===== config.mk =====
export PLATFORM = sky130hd
export DESIGN_NAME = mister_frame
export DESIGN_NICKNAME = d
export VERILOG_FILES = /design/src/verilog/mister_frame_pkg.sv /design/src/verilog/ddr_client_if.sv /design/src/verilog/status_decode.sv /design/src/verilog/sync_shift.sv /design/src/verilog/ddr_mux.sv /design/src/verilog/mister_frame.sv
export SDC_FILE = /design/constraint.sdc
export NUM_CORES = 1
export LEC_CHECK = 0
export ABC_AREA = 1
export BUFFER_PORTS_ARGS = -buffer_cell sky130_fd_sc_hd__buf_2
export CAP_MARGIN = 20
export CORE_ASPECT_RATIO = 0.75
export CORE_MARGIN = 10
export CORE_UTILIZATION = 41
export CTS_CLUSTER_SIZE = 8
export DETAILED_ROUTE_END_ITERATION = 10
export PLACE_DENSITY_LB_ADDON = 0.15
export SLEW_MARGIN = 5
export SYNTH_ARGS = -nofsm -noshare
export SYNTH_HDL_FRONTEND = slang
export SYNTH_SLANG_ARGS = --single-unit
export TNS_END_PERCENT = 30

===== constraint.sdc =====
create_clock -name clk_sys -period 2 [get_ports clk_sys]
set_input_delay 0 -clock clk_sys [delete_from_list [all_inputs] [get_ports clk_sys]]
set_output_delay 0 -clock clk_sys [all_outputs]
set_load 0.01 [all_outputs]

===== src/verilog/mister_frame_pkg.sv =====
// --------------------------------------------------
// Frame configuration package
// Status word field positions and the DDR port
// widths shared by the frame glue logic
// --------------------------------------------------

package mister_frame_pkg;

    // OSD status word
    localparam int STATUS_W        = 64;

    // CRT horizontal position
    localparam int HOFFSET_LSB     = 24;   // 4-bit field

    // Horizontal scaling for CRT
    localparam int HSIZE_EN_BIT    = 19;
    localparam int HSIZE_SCALE_LSB = 20;   // 4-bit field

    // HDMI shadow-mask overlay
    localparam int SHADOW_LSB      = 32;   // 3-bit field
    localparam int SHADOW_2X_BIT   = 35;
    localparam int SHADOW_ROT_BIT  = 36;

    // Joystick port on the user connector
    localparam int DB15_BIT        = 37;

    // Rotate and flip options
    localparam int ROT_MODE_LSB    = 38;   // 2-bit field

    // A high bit hides the matching menu item
    localparam int MENUMASK_W      = 16;

    // DDR port
    localparam int DDR_ADDR_W      = 29;
    localparam int DDR_BURST_W     = 8;
    localparam int DDR_BE_W        = 8;    // One enable per byte of a 64-bit word

endpackage


===== src/verilog/ddr_client_if.sv =====
// --------------------------------------------------
// DDR client bus
// Request signals of one DDR master and the busy
// level returned to it by the arbiter
// --------------------------------------------------

`timescale 1ns/1ps

interface ddr_client_if;

    logic [mister_frame_pkg::DDR_BURST_W-1:0] burstcnt;
    logic [mister_frame_pkg::DDR_ADDR_W-1:0]  addr;
    logic                                     rd;      // Only while busy is low
    logic                                     we;
    logic [mister_frame_pkg::DDR_BE_W-1:0]    be;
    logic                                     busy;    // Back-pressure from the port

    // Request side
    modport client (
        output burstcnt, addr, rd, we, be,
        input  busy
    );

    // Arbiter side
    modport mux (
        input  burstcnt, addr, rd, we, be,
        output busy
    );

endinterface


===== src/verilog/status_decode.sv =====
// --------------------------------------------------
// Status word decoder
// Registers the OSD settings taken from the status
// word and builds the mask of hidden menu items
// --------------------------------------------------

`timescale 1ns/1ps

module status_decode #(
    parameter bit ROTATE_MENU = 1'b1  // Rotate options live in the extra menu item
)(
    input  logic                                    clk_sys,
    input  logic                                    arst_n,
    input  logic [mister_frame_pkg::STATUS_W-1:0]   status,
    input  logic                                    core_mod,      // Vertical game
    input  logic                                    rotate,
    input  logic                                    direct_video,
    output logic [3:0]                              hoffset,
    output logic                                    hsize_enable,
    output logic [3:0]                              hsize_scale,
    output logic [2:0]                              shadowmask,
    output logic                                    shadowmask_2x,
    output logic                                    shadowmask_rot,
    output logic                                    db15_en,
    output logic [1:0]                              rotate_osd,    // bit 0 rotate, bit 1 flip
    output logic [mister_frame_pkg::MENUMASK_W-1:0] status_menumask
);

    logic [2:0] shadow_field;
    logic       hsize_field;
    logic [1:0] rot_mode;
    logic [1:0] rot_next;
    logic [mister_frame_pkg::MENUMASK_W-1:0] mask_next;

    assign shadow_field = status[mister_frame_pkg::SHADOW_LSB +: 3];
    assign hsize_field  = status[mister_frame_pkg::HSIZE_EN_BIT];
    assign rot_mode     = status[mister_frame_pkg::ROT_MODE_LSB +: 2];

    always_comb begin
        case (rot_mode)
            2'd1:    rot_next = 2'd0;   // No rotation
            2'd2:    rot_next = 2'd2;   // Flip only
            default: rot_next = 2'd1;
        endcase
    end

    always_comb begin
        mask_next    = '0;
        mask_next[4] = ROTATE_MENU ? ~core_mod : 1'b1;
        mask_next[3] = shadow_field == 3'd0;   // Shadow-mask filter off
        mask_next[2] = ~hsize_field;           // Horizontal scaling
        mask_next[1] = ROTATE_MENU ? 1'b1 : ~core_mod;
        mask_next[0] = direct_video;
    end

    always_ff @(posedge clk_sys or negedge arst_n) begin
        if (!arst_n) begin
            hoffset         <= '0;
            hsize_enable    <= 1'b0;
            hsize_scale     <= '0;
            shadowmask      <= '0;
            shadowmask_2x   <= 1'b0;
            shadowmask_rot  <= 1'b0;
            db15_en         <= 1'b0;
            rotate_osd      <= '0;
            status_menumask <= '0;
        end else begin
            hoffset         <= status[mister_frame_pkg::HOFFSET_LSB +: 4];
            hsize_enable    <= hsize_field;
            hsize_scale     <= status[mister_frame_pkg::HSIZE_SCALE_LSB +: 4];
            shadowmask      <= shadow_field;
            shadowmask_2x   <= status[mister_frame_pkg::SHADOW_2X_BIT];
            // Vertical games on a rotated screen flip the mask orientation
            shadowmask_rot  <= (core_mod & rotate) ^ status[mister_frame_pkg::SHADOW_ROT_BIT];
            db15_en         <= status[mister_frame_pkg::DB15_BIT];
            rotate_osd      <= rot_next;
            status_menumask <= mask_next;
        end
    end

endmodule


===== src/verilog/sync_shift.sv =====
// --------------------------------------------------
// Horizontal sync shifter
// Delays hs and vs by a programmable number of
// pixel enables to move the picture on a CRT
// --------------------------------------------------

`timescale 1ns/1ps

module sync_shift #(
    parameter int OFFSET_W = 4
)(
    input  logic                clk_sys,
    input  logic                arst_n,
    input  logic                pxl_cen,
    input  logic                hs,
    input  logic                vs,
    input  logic [OFFSET_W-1:0] hoffset,   // Pixels to move right
    output logic                hs_out,
    output logic                vs_out
);

    localparam int DEPTH = 2 ** OFFSET_W;

    // Pairs seen on earlier enables, entry 0 is the most recent
    logic [DEPTH-2:0][1:0] hist;

    // Tap k holds the pair sampled k enables ago, tap 0 is the live input
    logic [DEPTH-1:0][1:0] taps;

    assign taps = {hist, hs, vs};

    always_ff @(posedge clk_sys or negedge arst_n) begin
        if (!arst_n) begin
            hist   <= '0;
            hs_out <= 1'b0;
            vs_out <= 1'b0;
        end else if (pxl_cen) begin
            hist             <= taps[DEPTH-2:0];   // Oldest pair drops out
            {hs_out, vs_out} <= taps[hoffset];
        end
    end

endmodule


===== src/verilog/ddr_mux.sv =====
// --------------------------------------------------
// DDR port arbiter
// Gives the port to the fast loader while a download
// runs and to the screen rotation otherwise
// --------------------------------------------------

`timescale 1ns/1ps

module ddr_mux (
    input  logic                                     clk_sys,
    input  logic                                     arst_n,
    input  logic                                     downloading,
    ddr_client_if.mux                                ld,    // Fast load
    ddr_client_if.mux                                rot,   // Screen rotation
    input  logic                                     ddr_busy,
    output logic [mister_frame_pkg::DDR_BURST_W-1:0] ddr_burstcnt,
    output logic [mister_frame_pkg::DDR_ADDR_W-1:0]  ddr_addr,
    output logic                                     ddr_rd,
    output logic                                     ddr_we,
    output logic [mister_frame_pkg::DDR_BE_W-1:0]    ddr_be
);

    logic sel;   // High selects the loader

    always_ff @(posedge clk_sys or negedge arst_n) begin
        if (!arst_n) begin
            sel <= 1'b0;
        end else begin
            sel <= downloading;
        end
    end

    // Requests pass straight through from the owner
    assign ddr_burstcnt = sel ? ld.burstcnt : rot.burstcnt;
    assign ddr_addr     = sel ? ld.addr     : rot.addr;
    assign ddr_rd       = sel ? ld.rd       : rot.rd;
    assign ddr_we       = sel ? ld.we       : rot.we;
    assign ddr_be       = sel ? ld.be       : rot.be;

    // The client without the port sees a permanent busy and stalls
    assign ld.busy  = sel ? ddr_busy : 1'b1;
    assign rot.busy = sel ? 1'b1     : ddr_busy;

endmodule


===== src/verilog/mister_frame.sv =====
// --------------------------------------------------
// Frame glue top level
// OSD settings decoding, CRT sync shifting and DDR
// sharing between fast load and screen rotation
// --------------------------------------------------

`timescale 1ns/1ps

module mister_frame #(
    parameter bit ROTATE_MENU = 1'b1,
    parameter int OFFSET_W    = 4
)(
    input  logic                                     clk_sys,
    input  logic                                     arst_n,
    // OSD
    input  logic [mister_frame_pkg::STATUS_W-1:0]    status,
    input  logic                                     core_mod,
    input  logic                                     rotate,
    input  logic                                     direct_video,
    // Base video sync
    input  logic                                     pxl_cen,
    input  logic                                     hs,
    input  logic                                     vs,
    output logic                                     hs_out,
    output logic                                     vs_out,
    // Settings
    output logic                                     hsize_enable,
    output logic [3:0]                               hsize_scale,
    output logic [2:0]                               shadowmask,
    output logic                                     shadowmask_2x,
    output logic                                     shadowmask_rot,
    output logic                                     db15_en,
    output logic [1:0]                               rotate_osd,
    output logic [mister_frame_pkg::MENUMASK_W-1:0]  status_menumask,
    input  logic                                     downloading,
    // Fast DDR load, read only
    input  logic [mister_frame_pkg::DDR_BURST_W-1:0] ld_burstcnt,
    input  logic [mister_frame_pkg::DDR_ADDR_W-1:0]  ld_addr,
    input  logic                                     ld_rd,
    output logic                                     ld_busy,
    // Screen rotation
    input  logic [mister_frame_pkg::DDR_BURST_W-1:0] rot_burstcnt,
    input  logic [mister_frame_pkg::DDR_ADDR_W-1:0]  rot_addr,
    input  logic                                     rot_rd,
    input  logic                                     rot_we,
    input  logic [mister_frame_pkg::DDR_BE_W-1:0]    rot_be,
    output logic                                     rot_busy,
    // DDR port
    input  logic                                     ddr_busy,
    output logic [mister_frame_pkg::DDR_BURST_W-1:0] ddr_burstcnt,
    output logic [mister_frame_pkg::DDR_ADDR_W-1:0]  ddr_addr,
    output logic                                     ddr_rd,
    output logic                                     ddr_we,
    output logic [mister_frame_pkg::DDR_BE_W-1:0]    ddr_be
);

    logic [OFFSET_W-1:0] hoffset;

    ddr_client_if ld_bus ();
    ddr_client_if rot_bus ();

    assign ld_bus.burstcnt  = ld_burstcnt;
    assign ld_bus.addr      = ld_addr;
    assign ld_bus.rd        = ld_rd;
    assign ld_bus.we        = 1'b0;   // Loader never writes
    assign ld_bus.be        = '1;
    assign ld_busy          = ld_bus.busy;

    assign rot_bus.burstcnt = rot_burstcnt;
    assign rot_bus.addr     = rot_addr;
    assign rot_bus.rd       = rot_rd;
    assign rot_bus.we       = rot_we;
    assign rot_bus.be       = rot_be;
    assign rot_busy         = rot_bus.busy;

    status_decode #(
        .ROTATE_MENU     ( ROTATE_MENU     )
    ) u_decode (
        .clk_sys         ( clk_sys         ),
        .arst_n          ( arst_n          ),
        .status          ( status          ),
        .core_mod        ( core_mod        ),
        .rotate          ( rotate          ),
        .direct_video    ( direct_video    ),
        .hoffset         ( hoffset         ),
        .hsize_enable    ( hsize_enable    ),
        .hsize_scale     ( hsize_scale     ),
        .shadowmask      ( shadowmask      ),
        .shadowmask_2x   ( shadowmask_2x   ),
        .shadowmask_rot  ( shadowmask_rot  ),
        .db15_en         ( db15_en         ),
        .rotate_osd      ( rotate_osd      ),
        .status_menumask ( status_menumask )
    );

    sync_shift #(
        .OFFSET_W ( OFFSET_W )
    ) u_shift (
        .clk_sys  ( clk_sys  ),
        .arst_n   ( arst_n   ),
        .pxl_cen  ( pxl_cen  ),
        .hs       ( hs       ),
        .vs       ( vs       ),
        .hoffset  ( hoffset  ),
        .hs_out   ( hs_out   ),
        .vs_out   ( vs_out   )
    );

    ddr_mux u_ddrmux (
        .clk_sys      ( clk_sys      ),
        .arst_n       ( arst_n       ),
        .downloading  ( downloading  ),
        .ld           ( ld_bus       ),
        .rot          ( rot_bus      ),
        .ddr_busy     ( ddr_busy     ),
        .ddr_burstcnt ( ddr_burstcnt ),
        .ddr_addr     ( ddr_addr     ),
        .ddr_rd       ( ddr_rd       ),
        .ddr_we       ( ddr_we       ),
        .ddr_be       ( ddr_be       )
    );

endmodule


== After elaboration in Yosys (flattened, before gate mapping) ==
Index checks and enable logic that the tools add are counted.
Operators by class
  order comparisons: 1
  equal/unequal tests: 2
  mux-type cells: 10
  bitwise logic cells: 4
  reduce and logical (&&, ||, !) cells: 1
Operators with widths (count)
  $mux 29: 1
  $mux 8: 2
  $bmux 2 s4: 1
  $lt 4x5->1 const B: 1
  $mux 1: 4
  $pmux 2 s2: 1
  $logic_not 3->1: 1
  $eq 2x1->1 const B: 1
  $eq 2x2->1 const B: 1
  $mux 2: 1
  $not 1->1: 2
  $and 1x1->1: 1
  $xor 1x1->1: 1
Storage, ports and cells
  bits in registers: 55
  input port bits: 159
  word-level logic and storage cells: 45

== Logic depth before layout (Yosys ltp) ==
Gate-level depths: netlist (run 1).
  depth in word-level cells: 2
  depth in mapped cells: 11

== Hierarchy ==
From an unflattened synthesis (run 1), not the netlist that was laid out.
Second synthesis, totals
  cell total of the unflattened synthesis: 412
  area, all modules: 2877.8 um2
By module, submodules not included
  sync_shift: instances 1, cells each 209, area an instance 1547.7 um2, seq. area each 800.8 um2
  status_decode: instances 1, cells each 45, area an instance 689.4 um2, seq. area each 550.5 um2
  ddr_mux: instances 1, cells each 156, area an instance 633.1 um2, seq. area each 25.0 um2
  mister_frame: instances 1, cells each 2, area an instance 7.5 um2, seq. area each 0.0 um2

== Worst setup path before layout (run 1) ==
OpenSTA, ideal clock, no wires.
  path kind: register to register
  start: register u_decode.hoffset[0]
  end: register u_shift.vs_out
  library setup time: 116 ps
  arrival time: 1018 ps
  data required time: 1884 ps
  setup slack: 866 ps
  cell stages (with the launch flop): 11
  buffers on the path: 2
  clock period less this slack: 1134 ps
  cell sequence: dfrtp_1 > buf_6 > buf_6 > nand2_1 > nand3_1 > nand3_1 > nand2_1 > nand2_1 > nand2_1 > nand2_1 > nand2_1
Between the ends
  cells in the longest elaborated chain, start to end: 2
RTL lines
  start: declaration: RTL line status_decode.sv:18  | output logic [3:0] hoffset,
  start signal: assignment: RTL line status_decode.sv:68  | hoffset <= status[mister_frame_pkg::HOFFSET_LSB +: 4];
  $bmux 2 s4: RTL line sync_shift.sv:39  | {hs_out, vs_out} <= taps[hoffset];
  $mux 2 (implied by the code): RTL line sync_shift.sv:39
  end signal: assignment: RTL line sync_shift.sv:39
  end: declaration: RTL line sync_shift.sv:19  | output logic vs_out
No other way between the ends. The select of a mux whose other input is x is not followed.
A chain may end at the register's enable or synchronous reset.

== Final worst setup path (run 1) ==
  start: register u_decode.hoffset[0]
  end: register u_shift.hs_out
Between the ends
  cells in the longest elaborated chain, start to end: 2
RTL lines
  $bmux 2 s4: RTL line sync_shift.sv:39
  $mux 2 (implied by the code): RTL line sync_shift.sv:39
  end signal: assignment: RTL line sync_shift.sv:39
  end: declaration: RTL line sync_shift.sv:18  | output logic hs_out,
No other way between the ends. The select of a mux whose other input is x is not followed.

==> impl_results.md, run 1 <==
- RSZ-0062 raised after global routing: false
- Most frequent cell after synthesis: nand2_1
- Post-Synth Adder-Cell Area: 0.447%
- Leak Pwr: 2.34 nW
- Initial DRC count: 197
- CTS tree: built
- Mux contribution to synthesized area: 0%
- Sum of negative setup slack: 0 ns
- Clock share of power: 28.5%
- Final instance area: 4050 um2
- Switching pwr: 788 uW
- Slew Limit Fails: 0
- Dpl hpwl: 7350 um
- Cts repair resizes: 0
- Max-Cap Viols: 0
- Share of cells above drive strength 1: 35.7%
- Core area: 6470 um2
- Number of synthesized flops with an enable pin: 0
- Synth top area share: 49.2%
- Reg2reg end: u_shift.hs_out
- Flops & latches, synth: 55
- Status: finished clean
- Hold WS: 0.132 ns
- Internal power: 1.93 mW
- Switching Share: 28.9%
- Pre-CTS WS: 0.529 ns
- Row count: 25
- Compound-Gate Fraction of Synth Area: 5.01%
- Worst R2R Path Depth: 9
- PD cells: 672 nW/um2
- GPL Wtd Cong: 0.821
- H-tree depth: 2
- Critical path class: reg2reg
- Fmax: 0.665 GHz
- Sequential cell fraction of total power: 48.1%
- FF-to-FF Start: u_decode.hoffset[0]
- Port Buffers: 180
- Die ar.: 10,600 um2
- Synth Cell Area: 2800 um2
- Minimum clock period: 1.50 ns
- Yosys top cell by area: dfrtp_1
- Fraction of registers with async set/reset: 100%
- VDD IR max: 0.529 mV
- Ant. Diodes: 0
- Effective utilization at floorplan: 43.2%
- Nets: 733
- Ys flop type: dfrtp_1
- CTS buffer count: 5
- Top cells by area, synth: dfrtp_1, nand2_1, nand3_1
- Total track usage: 16.5%
- Yosys warns: 0
- Die width: 115 um
- Register area share after synthesis: 49.2%
- Antenna violations before repair: 0
- Xor/xnor cell area share of the yosys netlist: 0.313%
- Commonest cells in the netlist: nand2_1, dfrtp_1, nand3_1, inv_1
- Setup ws final: 0.495 ns
- CP endpoint kind: flip-flop
- Post-DRT Antenna Nets: 0
- WL/cell: 14.3 um
- Final setup fails: 0
- Die height: 91.5 um
- Power Total: 2.72 mW
- Grt ovf: 0
- Clk_lat worst skew: 0.31 ns
- First-pass GRT wire length: 14,300 um
- CTS Root Buffer Type: clkbuf_8
- M1 WL: 3590 um
- Combinational share of power: 23.4%
- Met2 WL: 4950 um
- Largest family of logic cells by synthesized area: simple AND/OR/NAND/NOR gates
- Vias in the first global route: 2,815
- Via density: 4.56
- CTS Buffer Depth: 2
- Rel. slew slack: 59.8%
- Sink Count: 55
- Area Overhead vs Synth: 44.7%
- Worst Path Required: 2.22 ns
- Post-DP Area: 3680 um2
- Hold Path Class: in2async
- Hold Fails Final Rpt: 0
- Largest net degree at the start of global routing: 49
- First-pass DRT Iterations: 4
- Period utilization: 75.2%
- Worst Max-Slew Pin Slew: 0.602 ns
- Post-synth cell types: 22
- Worst EP arrival: 1.72 ns
- Max Used Layer: met4
- Io pins: 239
- CP max FO: 16
- Simple-gate share of the synthesized area: 33.6%
- Syn_area_per_cell: 7.46 um2
- Final WL: 9360 um
- Syn Inst Count: 375
- Slack of the worst reg-to-reg path: 0.50 ns
- Final Skew: 0.00527 ns
- DR DRC count: 0
- Clk slew on worst S/H paths: 0.10 ns
- Crit start category: flip-flop
- Metal3 WL: 734 um
- Vias: 2,988
[cell usage in the layout, fill, tap and decap left out, types with 2 or more instances in the layout]
cell type,n
inv_1,20
nand2_1,193
buf_2,180
o21ai_0,14
dlygate4sd3_1,25
inv_2,2
o21ai_1,14
buf_4,6
or2_1,8
clkbuf_8,6
nand2_2,6
conb_1,12
nand3_1,24
dfrtp_1,55
[worst max path at each step]
stage / from / endpoint / slack [ns]
global placement: u_decode.hoffset[0] / u_shift.hs_out / 0.54
CTS: u_ddrmux.sel / ddr_addr[8] / 0.49
detailed placement: u_decode.hoffset[0] / u_shift.hs_out / 0.53
floorplan: u_decode.hoffset[0] / u_shift.vs_out / 0.87
finish: u_decode.hoffset[0] / u_shift.hs_out / 0.50
global route: u_ddrmux.sel / ddr_addr[18] / 0.31
[critical path, cell delays in order (launching register included)]
cell     delay, ns
dfrtp_1       0.69
inv_8         0.13
nand2_2       0.08
nand3_1       0.08
nand3_1       0.11
nand2_1       0.08
nand2_1       0.06
nand2_1       0.05
nand2_1       0.05
nand2_1       0.05
[registers in the layout, indices dropped and copies added (netlist names)]
name	flops
u_decode.hsize_enable	1
u_decode.hsize_scale	4
u_shift.hist	30
u_decode.shadowmask	3
u_shift.hs_out	1
u_decode.shadowmask_2x	1
u_shift.vs_out	1
u_decode.status_menumask	5
u_decode.rotate_osd	2
u_ddrmux.sel	1
u_decode.hoffset	4
u_decode.db15_en	1
u_decode.shadowmask_rot	1
[repair_timing]
| item | in CTS | in global routing |
|---|---|---|
| hold buffers | 25 | 0 |
| buffers inserted | 0 | 0 |
| endpoints found under the hold margin | 40 | 0 |
[power groups by stage]
stage | logic, mW | registers (mW) | clock network [mW]
after global placement | 0.588 | 1.33 | 0
final | 0.637 | 1.31 | 0.775
after CTS | 0.646 | 1.31 | 0.803
after detailed placement | 0.602 | 1.33 | 0
after floorplan | 0.333 | 1.32 | 0
after global routing | 0.724 | 1.32 | 0.839
[layer usage]
metal  vias up  global-route usage (%)
met3        10                    4.14
met1      1344                    18.4
met4         0                    3.89
met2       120                    30.5
li1       1514                       -
met5         -                       0
[stage by stage]
step	cells	util [%]
after floorplan	385	-
final	655	62.5
after detailed placement	622	56.8
after CTS	655	62.5
after global placement	622	56.8
after global routing	655	62.5
[area by class of cell]
type	instances	area, um2
well taps	81	101
flip-flops and latches	55	1380
repair buffers	211	1200
inverters	25	105
multi-input cells	275	1150
clock buffers	6	82.6
fillers	621	2430
clock inverters	2	38.8
[cell families after synthesis]
group                    Yosys count
AO/OA/AOI/OAI                     28
XOR/XNOR                           1
adder cells (fa/ha/maj)            1
buffers and inverters             55
flip-flops                        55
other                              2
AND/OR/NAND/NOR                  233
No activity file was read; power rests on OpenSTA's default activity.
==> run 2: changes to the inputs <==
--- a/config.mk
+++ b/config.mk
@@ -10,7 +10,7 @@
 export CAP_MARGIN = 20
 export CORE_ASPECT_RATIO = 0.75
 export CORE_MARGIN = 10
-export CORE_UTILIZATION = 41
+export CORE_UTILIZATION = 35
 export CTS_CLUSTER_SIZE = 8
 export DETAILED_ROUTE_END_ITERATION = 10
 export PLACE_DENSITY_LB_ADDON = 0.15
==> constraint.sdc (replaced) <==
create_clock -name clk_sys -period 1.3 [get_ports clk_sys]
set_input_delay 0 -clock clk_sys [delete_from_list [all_inputs] [get_ports clk_sys]]
set_output_delay 0 -clock clk_sys [all_outputs]
set_load 0.01 [all_outputs]
==> impl_results.md, run 2 (same netlist as run 1, synthesis figures left out) <==
- Status: complete, but fails checks
- Violated checks: negative setup slack
- Core area: 7850 um2 (+21%)
- H-tree depth: 2 (unchanged)
- Ant. Diodes: 0 (unchanged)
- FF+latch area: 1380 um2 (+0.18%)
- Hold Crit Depth: 4
- Period utilization: 103% (+28 points)
- Fmax: 0.748 GHz (+13%)
- Clk slew on worst S/H paths: 0.10 ns (about the same)
- Most common cell after layout, fill and taps aside: nand2_1
- Row count: 28 (+12%)
- Combinational share of power: 25.0% (+1.6 points)
- Io pins: 239 (unchanged)
- CTS Buffer Depth: 2 (unchanged)
- Pre-CTS WS: 0.0579 ns (-0.471 ns)
- Via density: 4.35 (-4.7%)
- VDD IR max: 0.514 mV (-2.9%)
- Fillcell total: 785 (+26%)
- Rel. slew slack: 64.7% (+4.8 points)
- Hold Fails Final Rpt: 0 (unchanged)
- GPL Wtd Cong: 0.906 (+10%)
- Leak Pwr: 2.44 nW (+4.3%)
- Worst path bufs/invs: 2 (+1)
- Setup ws final: -0.0374 ns (-0.533 ns)
- Vias in the first global route: 2,890 (+2.7%)
- Sink Count: 55 (unchanged)
- Internal power: 3.03 mW (+57%)
- Switching Share: 28.8% (-0.14 points)
- PD cells: 989 nW/um2 (+47%)
- CTS Root Buffer Type: clkbuf_8
- DR DRC count: 0 (unchanged)
- Hold WS: 0.184 ns (+0.0517 ns)
- Top reg by flops: u_shift.hist
- Grt ovf: 0 (unchanged)
- Port Buffers: 180 (unchanged)
- CTS buffer count: 5 (unchanged)
- Total track usage: 14.8% (-1.7 points)
- Vias: 2,987 (-0.033%)
- First-pass GRT wire length: 14,800 um (+3.3%)
- Hold Path Class: in2reg
- Worst R2R Path Depth: 10 (+1)
- CP top delay family: simple AND/OR/NAND/NOR gates
- FF-to-FF Start: u_decode.hoffset[0]
- CP max FO: 8 (-8)
- Sum of negative setup slack: -0.221 ns (-0.221 ns)
- Area of the multi-input gates: 1160 um2 (+1.1%)
- First-pass DRT Iterations: 4 (unchanged)
- Power Total: 4.25 mW (+56%)
- Crit-path cells: buf_12, buf_4, nand2_1, nand3_1, nand3_1, nand2_1, nand2_1, nand2_1, nand2_1, nand2_1
- Switching pwr: 1.22 mW (+55%)
- CP Depth: 10 (+1)
- Effective utilization at floorplan: 35.6% (-7.6 points)
- Area Overhead vs Synth: 53.6%
- Most common cell on crit path: nand2_1
- Reg2reg end: u_shift.hs_out
- Minimum clock period: 1.34 ns (-0.167 ns)
- Post-DP Area: 3770 um2 (+2.5%)
- Die height: 97.4 um (+6.4%)
- Final instance area: 4300 um2 (+6.1%)
- Die ar.: 12,000 um2 (+14%)
- WL/cell: 14.2 um (-0.81%)
- Clk_lat worst skew: 0.30 ns (about the same)
- Largest net degree at the start of global routing: 56 (+14%)
- Dpl hpwl: 7350 um (about the same)
- Critical path class: reg2reg
- Sequential cell fraction of total power: 47.6% (-0.5 points)
- Clock share of power: 27.4% (-1.1 points)
- Worst Path Required: 1.50 ns (-0.72 ns)
- Hold Startpoint: pxl_cen
- Final setup fails: 9 (+9)
- Largest regs: u_shift.hist x30, u_decode.status_menumask x5
- CP endpoint kind: flip-flop
- Antenna violations before repair: 0 (unchanged)
- Final WL: 9730 um (+4.0%)
- Post-DRT Antenna Nets: 0 (unchanged)
- Final Skew: 0.00414 ns (-0.00113 ns)
- Max-Cap Viols: 0 (unchanged)
- CTS tree: built
- Die width: 123 um (+6.8%)
- Slack of the worst reg-to-reg path: -0.04 ns (-0.53 ns)
- Nets: 741 (+1.1%)
- Most frequent cells in the layout: nand2_1, buf_2, dfrtp_1
- CP peak stage delay: 0.46 ns (-0.23 ns)
- Critical Path Slowest Stage Cell: dfrtp_2
- RSZ-0062 raised after global routing: true
- Initial DRC count: 142 (-28%)
- Slew Limit Fails: 0 (unchanged)
- Share of cells above drive strength 1: 37.6% (+1.9 points)
- Max FFs per register: 30 (unchanged)
- WHS Endpoint: u_shift.hist[1]
- Crit start category: flip-flop
- Worst Max-Slew Pin Slew: 0.529 ns (-0.0722 ns)
- Worst EP arrival: 1.54 ns (-0.18 ns)
-- run 2: layer usage --
| metal | track usage (%) | vias to the layer above | part of all wire, % |
|---|---|---|---|
| met5 | 0 | - | 0 |
| met3 | 3.66 | 10 | 8.7 |
| met2 | 26.8 | 104 | 50 |
| li1 | - | 1534 | - |
| met4 | 2.59 | 0 | 0.88 |
| met1 | 17.2 | 1339 | 40 |
-- run 2: worst max-delay path by stage --
stage / from / slack [ns] / to
2_1_floorplan: u_decode.hoffset[0] / 0.17 / u_shift.vs_out
3_3_place_gp: u_decode.hoffset[0] / 0.06 / u_shift.vs_out
3_5_place_dp: u_decode.hoffset[0] / 0.06 / u_shift.hs_out
4_1_cts: u_ddrmux.sel / -0.02 / ddr_be[4]
5_1_grt: u_decode.hoffset[0] / -0.09 / u_shift.hs_out
6_report: u_decode.hoffset[0] / -0.04 / u_shift.hs_out
-- run 2: power by group through the flow --
stage / Combinational [mW] / Clock [mW] / Sequential (mW)
after floorplan: 0.513 / 0 / 2.04
after global placement: 0.935 / 0 / 2.05
after detailed placement: 0.954 / 0 / 2.05
after CTS: 1.03 / 1.21 / 2.02
after global routing: 1.20 / 1.27 / 2.05
final: 1.06 / 1.16 / 2.02
-- run 2: stage by stage --
step	utilization [%]	std cells
after floorplan	-	385
after global placement	48.0	649
after detailed placement	48.0	649
after CTS	53.1	683
after global routing	54.7	687
final	54.7	687
-- run 2: what timing repair did --
action / in CTS / in global routing
gates resized for setup: 5 / 16
gates cloned: 0 / 2
buffers inserted: 2 / 1
setup endpoints to repair: 34 / 39
hold endpoints to repair: 79 / 1
pin swaps: 0 / 6
hold buffers: 24 / 1
-- run 2: area by class of cell --
type / count / area share [%]
timing repair buffer: 219 / 32.1
clock buffer: 6 / 1.92
clock inverter: 2 / 0.816
tap: 105 / 3.06
sequential: 55 / 32.1
multi-input combinational: 275 / 27.0
inverter: 25 / 3.00
-- run 2: worst reg2reg max path, stage by stage, from the launching register on --
cell and delay, ns:
dfrtp_2 0.46, buf_12 0.16, buf_4 0.14, nand2_1 0.06
nand3_1 0.08, nand3_1 0.09, nand2_1 0.05, nand2_1 0.05
nand2_1 0.05, nand2_1 0.05, nand2_1 0.05
==> run 3: changes to the inputs <==
--- a/config.mk
+++ b/config.mk
@@ -5,14 +5,15 @@
 export SDC_FILE = /design/constraint.sdc
 export NUM_CORES = 1
 export LEC_CHECK = 0
-export ABC_AREA = 1
 export BUFFER_PORTS_ARGS = -buffer_cell sky130_fd_sc_hd__buf_2
 export CAP_MARGIN = 20
 export CORE_ASPECT_RATIO = 0.75
 export CORE_MARGIN = 10
-export CORE_UTILIZATION = 35
+export CORE_UTILIZATION = 34
+export CTS_CLUSTER_DIAMETER = 50
 export CTS_CLUSTER_SIZE = 8
 export DETAILED_ROUTE_END_ITERATION = 10
+export MAX_ROUTING_LAYER = met4
 export PLACE_DENSITY_LB_ADDON = 0.15
 export SLEW_MARGIN = 5
 export SYNTH_ARGS = -nofsm -noshare
==> impl_results.md, run 3 <==
- Crit start category: flip-flop
- Reg2reg end: u_shift.hs_out
- CTS Root Buffer Type: clkbuf_8
- Vias in the first global route: 2,499 (-14%)
- Syn_area_per_cell: 14.9 um2 (+99%)
- Fraction of registers with async set/reset: 100% (unchanged)
- Crit-path cells: buf_6, mux4_2, mux2i_1, mux2i_1, mux2_4
- H-tree depth: 2 (unchanged)
- Worst Path Required: 1.49 ns (about the same)
- First-pass GRT wire length: 13,600 um (-7.8%)
- VDD IR max: 0.979 mV (+91%)
- Sink Count: 55 (unchanged)
- Syn Inst Count: 182 (-51%)
- Register area share after synthesis: 50.9% (+1.7 points)
- Vias: 2,302 (-23%)
- PD cells: 1180 nW/um2 (+19%)
- Io pins: 239 (unchanged)
- Synth top area share: 50.9% (+1.7 points)
- Area Overhead vs Synth: 77.2%
- Fmax: 0.605 GHz (-19%)
- Period utilization: 127% (+24 points)
- Port Buffers: 180 (unchanged)
- Die ar.: 12,000 um2 (-0.38%)
- Via density: 4.42 (+1.6%)
- Top cells by area, synth: dfrtp_1, mux2_2, mux4_1
- Setup ws final: -0.354 ns (-0.316 ns)
- DR DRC count: 0 (unchanged)
- Post-synth cell types: 19 (-14%)
- Top reg by flops: u_shift.hist
- Critical path class: reg2reg
- Hold Fails Final Rpt: 0 (unchanged)
- Max-Cap Viols: 0 (unchanged)
- Largest regs: u_shift.hist x30, u_decode.status_menumask x5
- Row count: 28 (unchanged)
- Hold Path Class: in2async
- Violated checks: negative setup slack
- FF-to-FF Start: u_decode.hoffset[0]
- Dpl hpwl: 7080 um (-3.6%)
- Die height: 97.2 um (-0.18%)
- Max FFs per register: 30 (unchanged)
- Commonest cells in the netlist: mux2_2, dfrtp_1, buf_4, or2_2, mux4_1
- Initial DRC count: 100 (-30%)
- Yosys top cell by area: dfrtp_1
- Most common cell on crit path: mux2i_1
- Die width: 123 um (-0.20%)
- WL/cell: 18.8 um (+32%)
- Most frequent cell after synthesis: mux2_2
- Clk_lat worst skew: 0.30 ns (about the same)
- CTS Buffer Depth: 2 (unchanged)
- Final setup fails: 49 (+40)
- Most frequent cells in the layout: buf_2, dfrtp_1, buf_6
- Critical Path Slowest Stage Cell: mux4_2
- Yosys warns: 0 (unchanged)
- Synth Cell Area: 2700 um2 (-3.3%)
- Slew Limit Fails: 0 (unchanged)
- Hold WS: 0.222 ns (+0.0379 ns)
- RSZ-0062 raised after global routing: true
- Most common cell after layout, fill and taps aside: buf_2
- Slack of the worst reg-to-reg path: -0.35 ns (-0.32 ns)
- Minimum clock period: 1.65 ns (+0.316 ns)
- Number of synthesized flops with an enable pin: 0 (unchanged)
- Fillcell total: 630 (-20%)
- Effective utilization at floorplan: 34.6% (-1.0 points)
- Worst R2R Path Depth: 5 (-5)
- Share of cells above drive strength 1: 74.3% (+37 points)
- Final Skew: 0.00699 ns (+0.00285 ns)
- CTS buffer count: 5 (unchanged)
- CP endpoint kind: flip-flop
- Nets: 572 (-23%)
- Post-Layout Cell Count: 521 (-24%)
- Grt ovf: 0 (unchanged)
- CP peak stage delay: 0.49 ns (+0.03 ns)
- Post-DRT Antenna Nets: 0 (unchanged)
- First-pass DRT Iterations: 4 (unchanged)
- DP Cell Count: 479 (-26%)
- Status: complete, but fails checks
- GPL Wtd Cong: 0.975 (+7.6%)
- Total track usage: 14.5% (-0.26 points)
- Core area: 7810 um2 (-0.45%)
- Flops & latches, synth: 55 (unchanged)
- Worst EP arrival: 1.85 ns (+0.31 ns)
- Largest net degree at the start of global routing: 56 (unchanged)
- Ys flop type: dfrtp_1
- Final WL: 9780 um (+0.42%)
- Clk slew on worst S/H paths: 0.09 ns (about the same)
- Antenna violations before repair: 3 (+3)
- CP max FO: 2 (-6)
- Leak Pwr: 2.47 nW (+1.2%)
- CTS tree: built
==> run 3: power by group <==
part / internal, mW / total [mW] / switching, mW / leakage, nW
Clock: 0.769 / 1.28 / 0.508 / 0.0654
Sequential: 2.13 / 2.37 / 0.239 / 0.652
Combinational: 1.33 / 1.99 / 0.665 / 1.75
==> run 3: per-stage QoR <==
stage / setup TNS [ns] / cell area (um2) / utilization [%] / setup WS, ns / power, mW
2_1_floorplan: -0.419 / 2710 / - / -0.212 / 3.23
3_3_place_gp: -0.648 / 3840 / 49.1 / -0.326 / 4.04
3_5_place_dp: -0.696 / 3840 / 49.1 / -0.362 / 4.07
4_1_cts: -7.38 / 4490 / 57.5 / -0.351 / 5.57
5_1_grt: -10.94 / 4790 / 61.3 / -0.453 / 6.00
6_report: -7.81 / 4790 / 61.3 / -0.354 / 5.63
==> run 3: kinds of logic (layout without fill, tap and decap cells) <==
family	Yosys count	after routing	share of synthesized area [%]
adders and majority gates	1	1	0.463
and+or+nand+nor	13	13	2.87
muxes	84	84	39.4
other	2	15	0.278
DFF	55	55	50.9
xor gates and xnor gates	1	1	0.324
buffers and inverters	26	247	5.74
==> run 3: worst max-delay path by stage <==
| stage | start | end | slack (ns) | cells past startpoint |
|---|---|---|---|---|
| floorplan | u_decode.hoffset[1] | u_shift.vs_out | -0.21 | 5 |
| global placement | u_decode.hoffset[0] | u_shift.vs_out | -0.33 | 5 |
| detailed placement | u_decode.hoffset[0] | u_shift.vs_out | -0.36 | 5 |
| CTS | u_decode.hoffset[0] | u_shift.hs_out | -0.35 | 5 |
| global route | u_decode.hoffset[0] | u_shift.hs_out | -0.45 | 5 |
| finish | u_decode.hoffset[0] | u_shift.hs_out | -0.35 | 5 |
==> run 3: routing by layer <==
metal,wire length [um],global-route usage (%)
met1,3890,16.3
met2,5010,25.1
met3,781,4.07
met4,91,3.13
met5,0,-
==> run 3: timing repair <==
action                     CTS  global route
setup endpoints to repair   49            51
hold endpoints to repair    79             0
pin swaps                    6             2
gates resized for setup     42            62
hold buffers                25             0
buffers inserted             3             1
gates cloned                 2             2
==> run 3: worst max-delay path: cells and delay by family, from the launching register on <==
family | cells | cell delay [ns]
buf+inv | 1 | 0.12
mux | 4 | 1.02
flops | 1 | 0.40
==> run 3: layout make-up <==
class,instances,area (um2),area share [%]
inverter,3,11.3,0.235
multi-input combinational,111,1340,27.9
clock buffer,6,72.6,1.51
timing repair buffer,236,1790,37.4
tap,105,131,2.74
sequential,55,1380,28.7
clock inverter,2,60.1,1.25
antenna,3,7.51,0.157
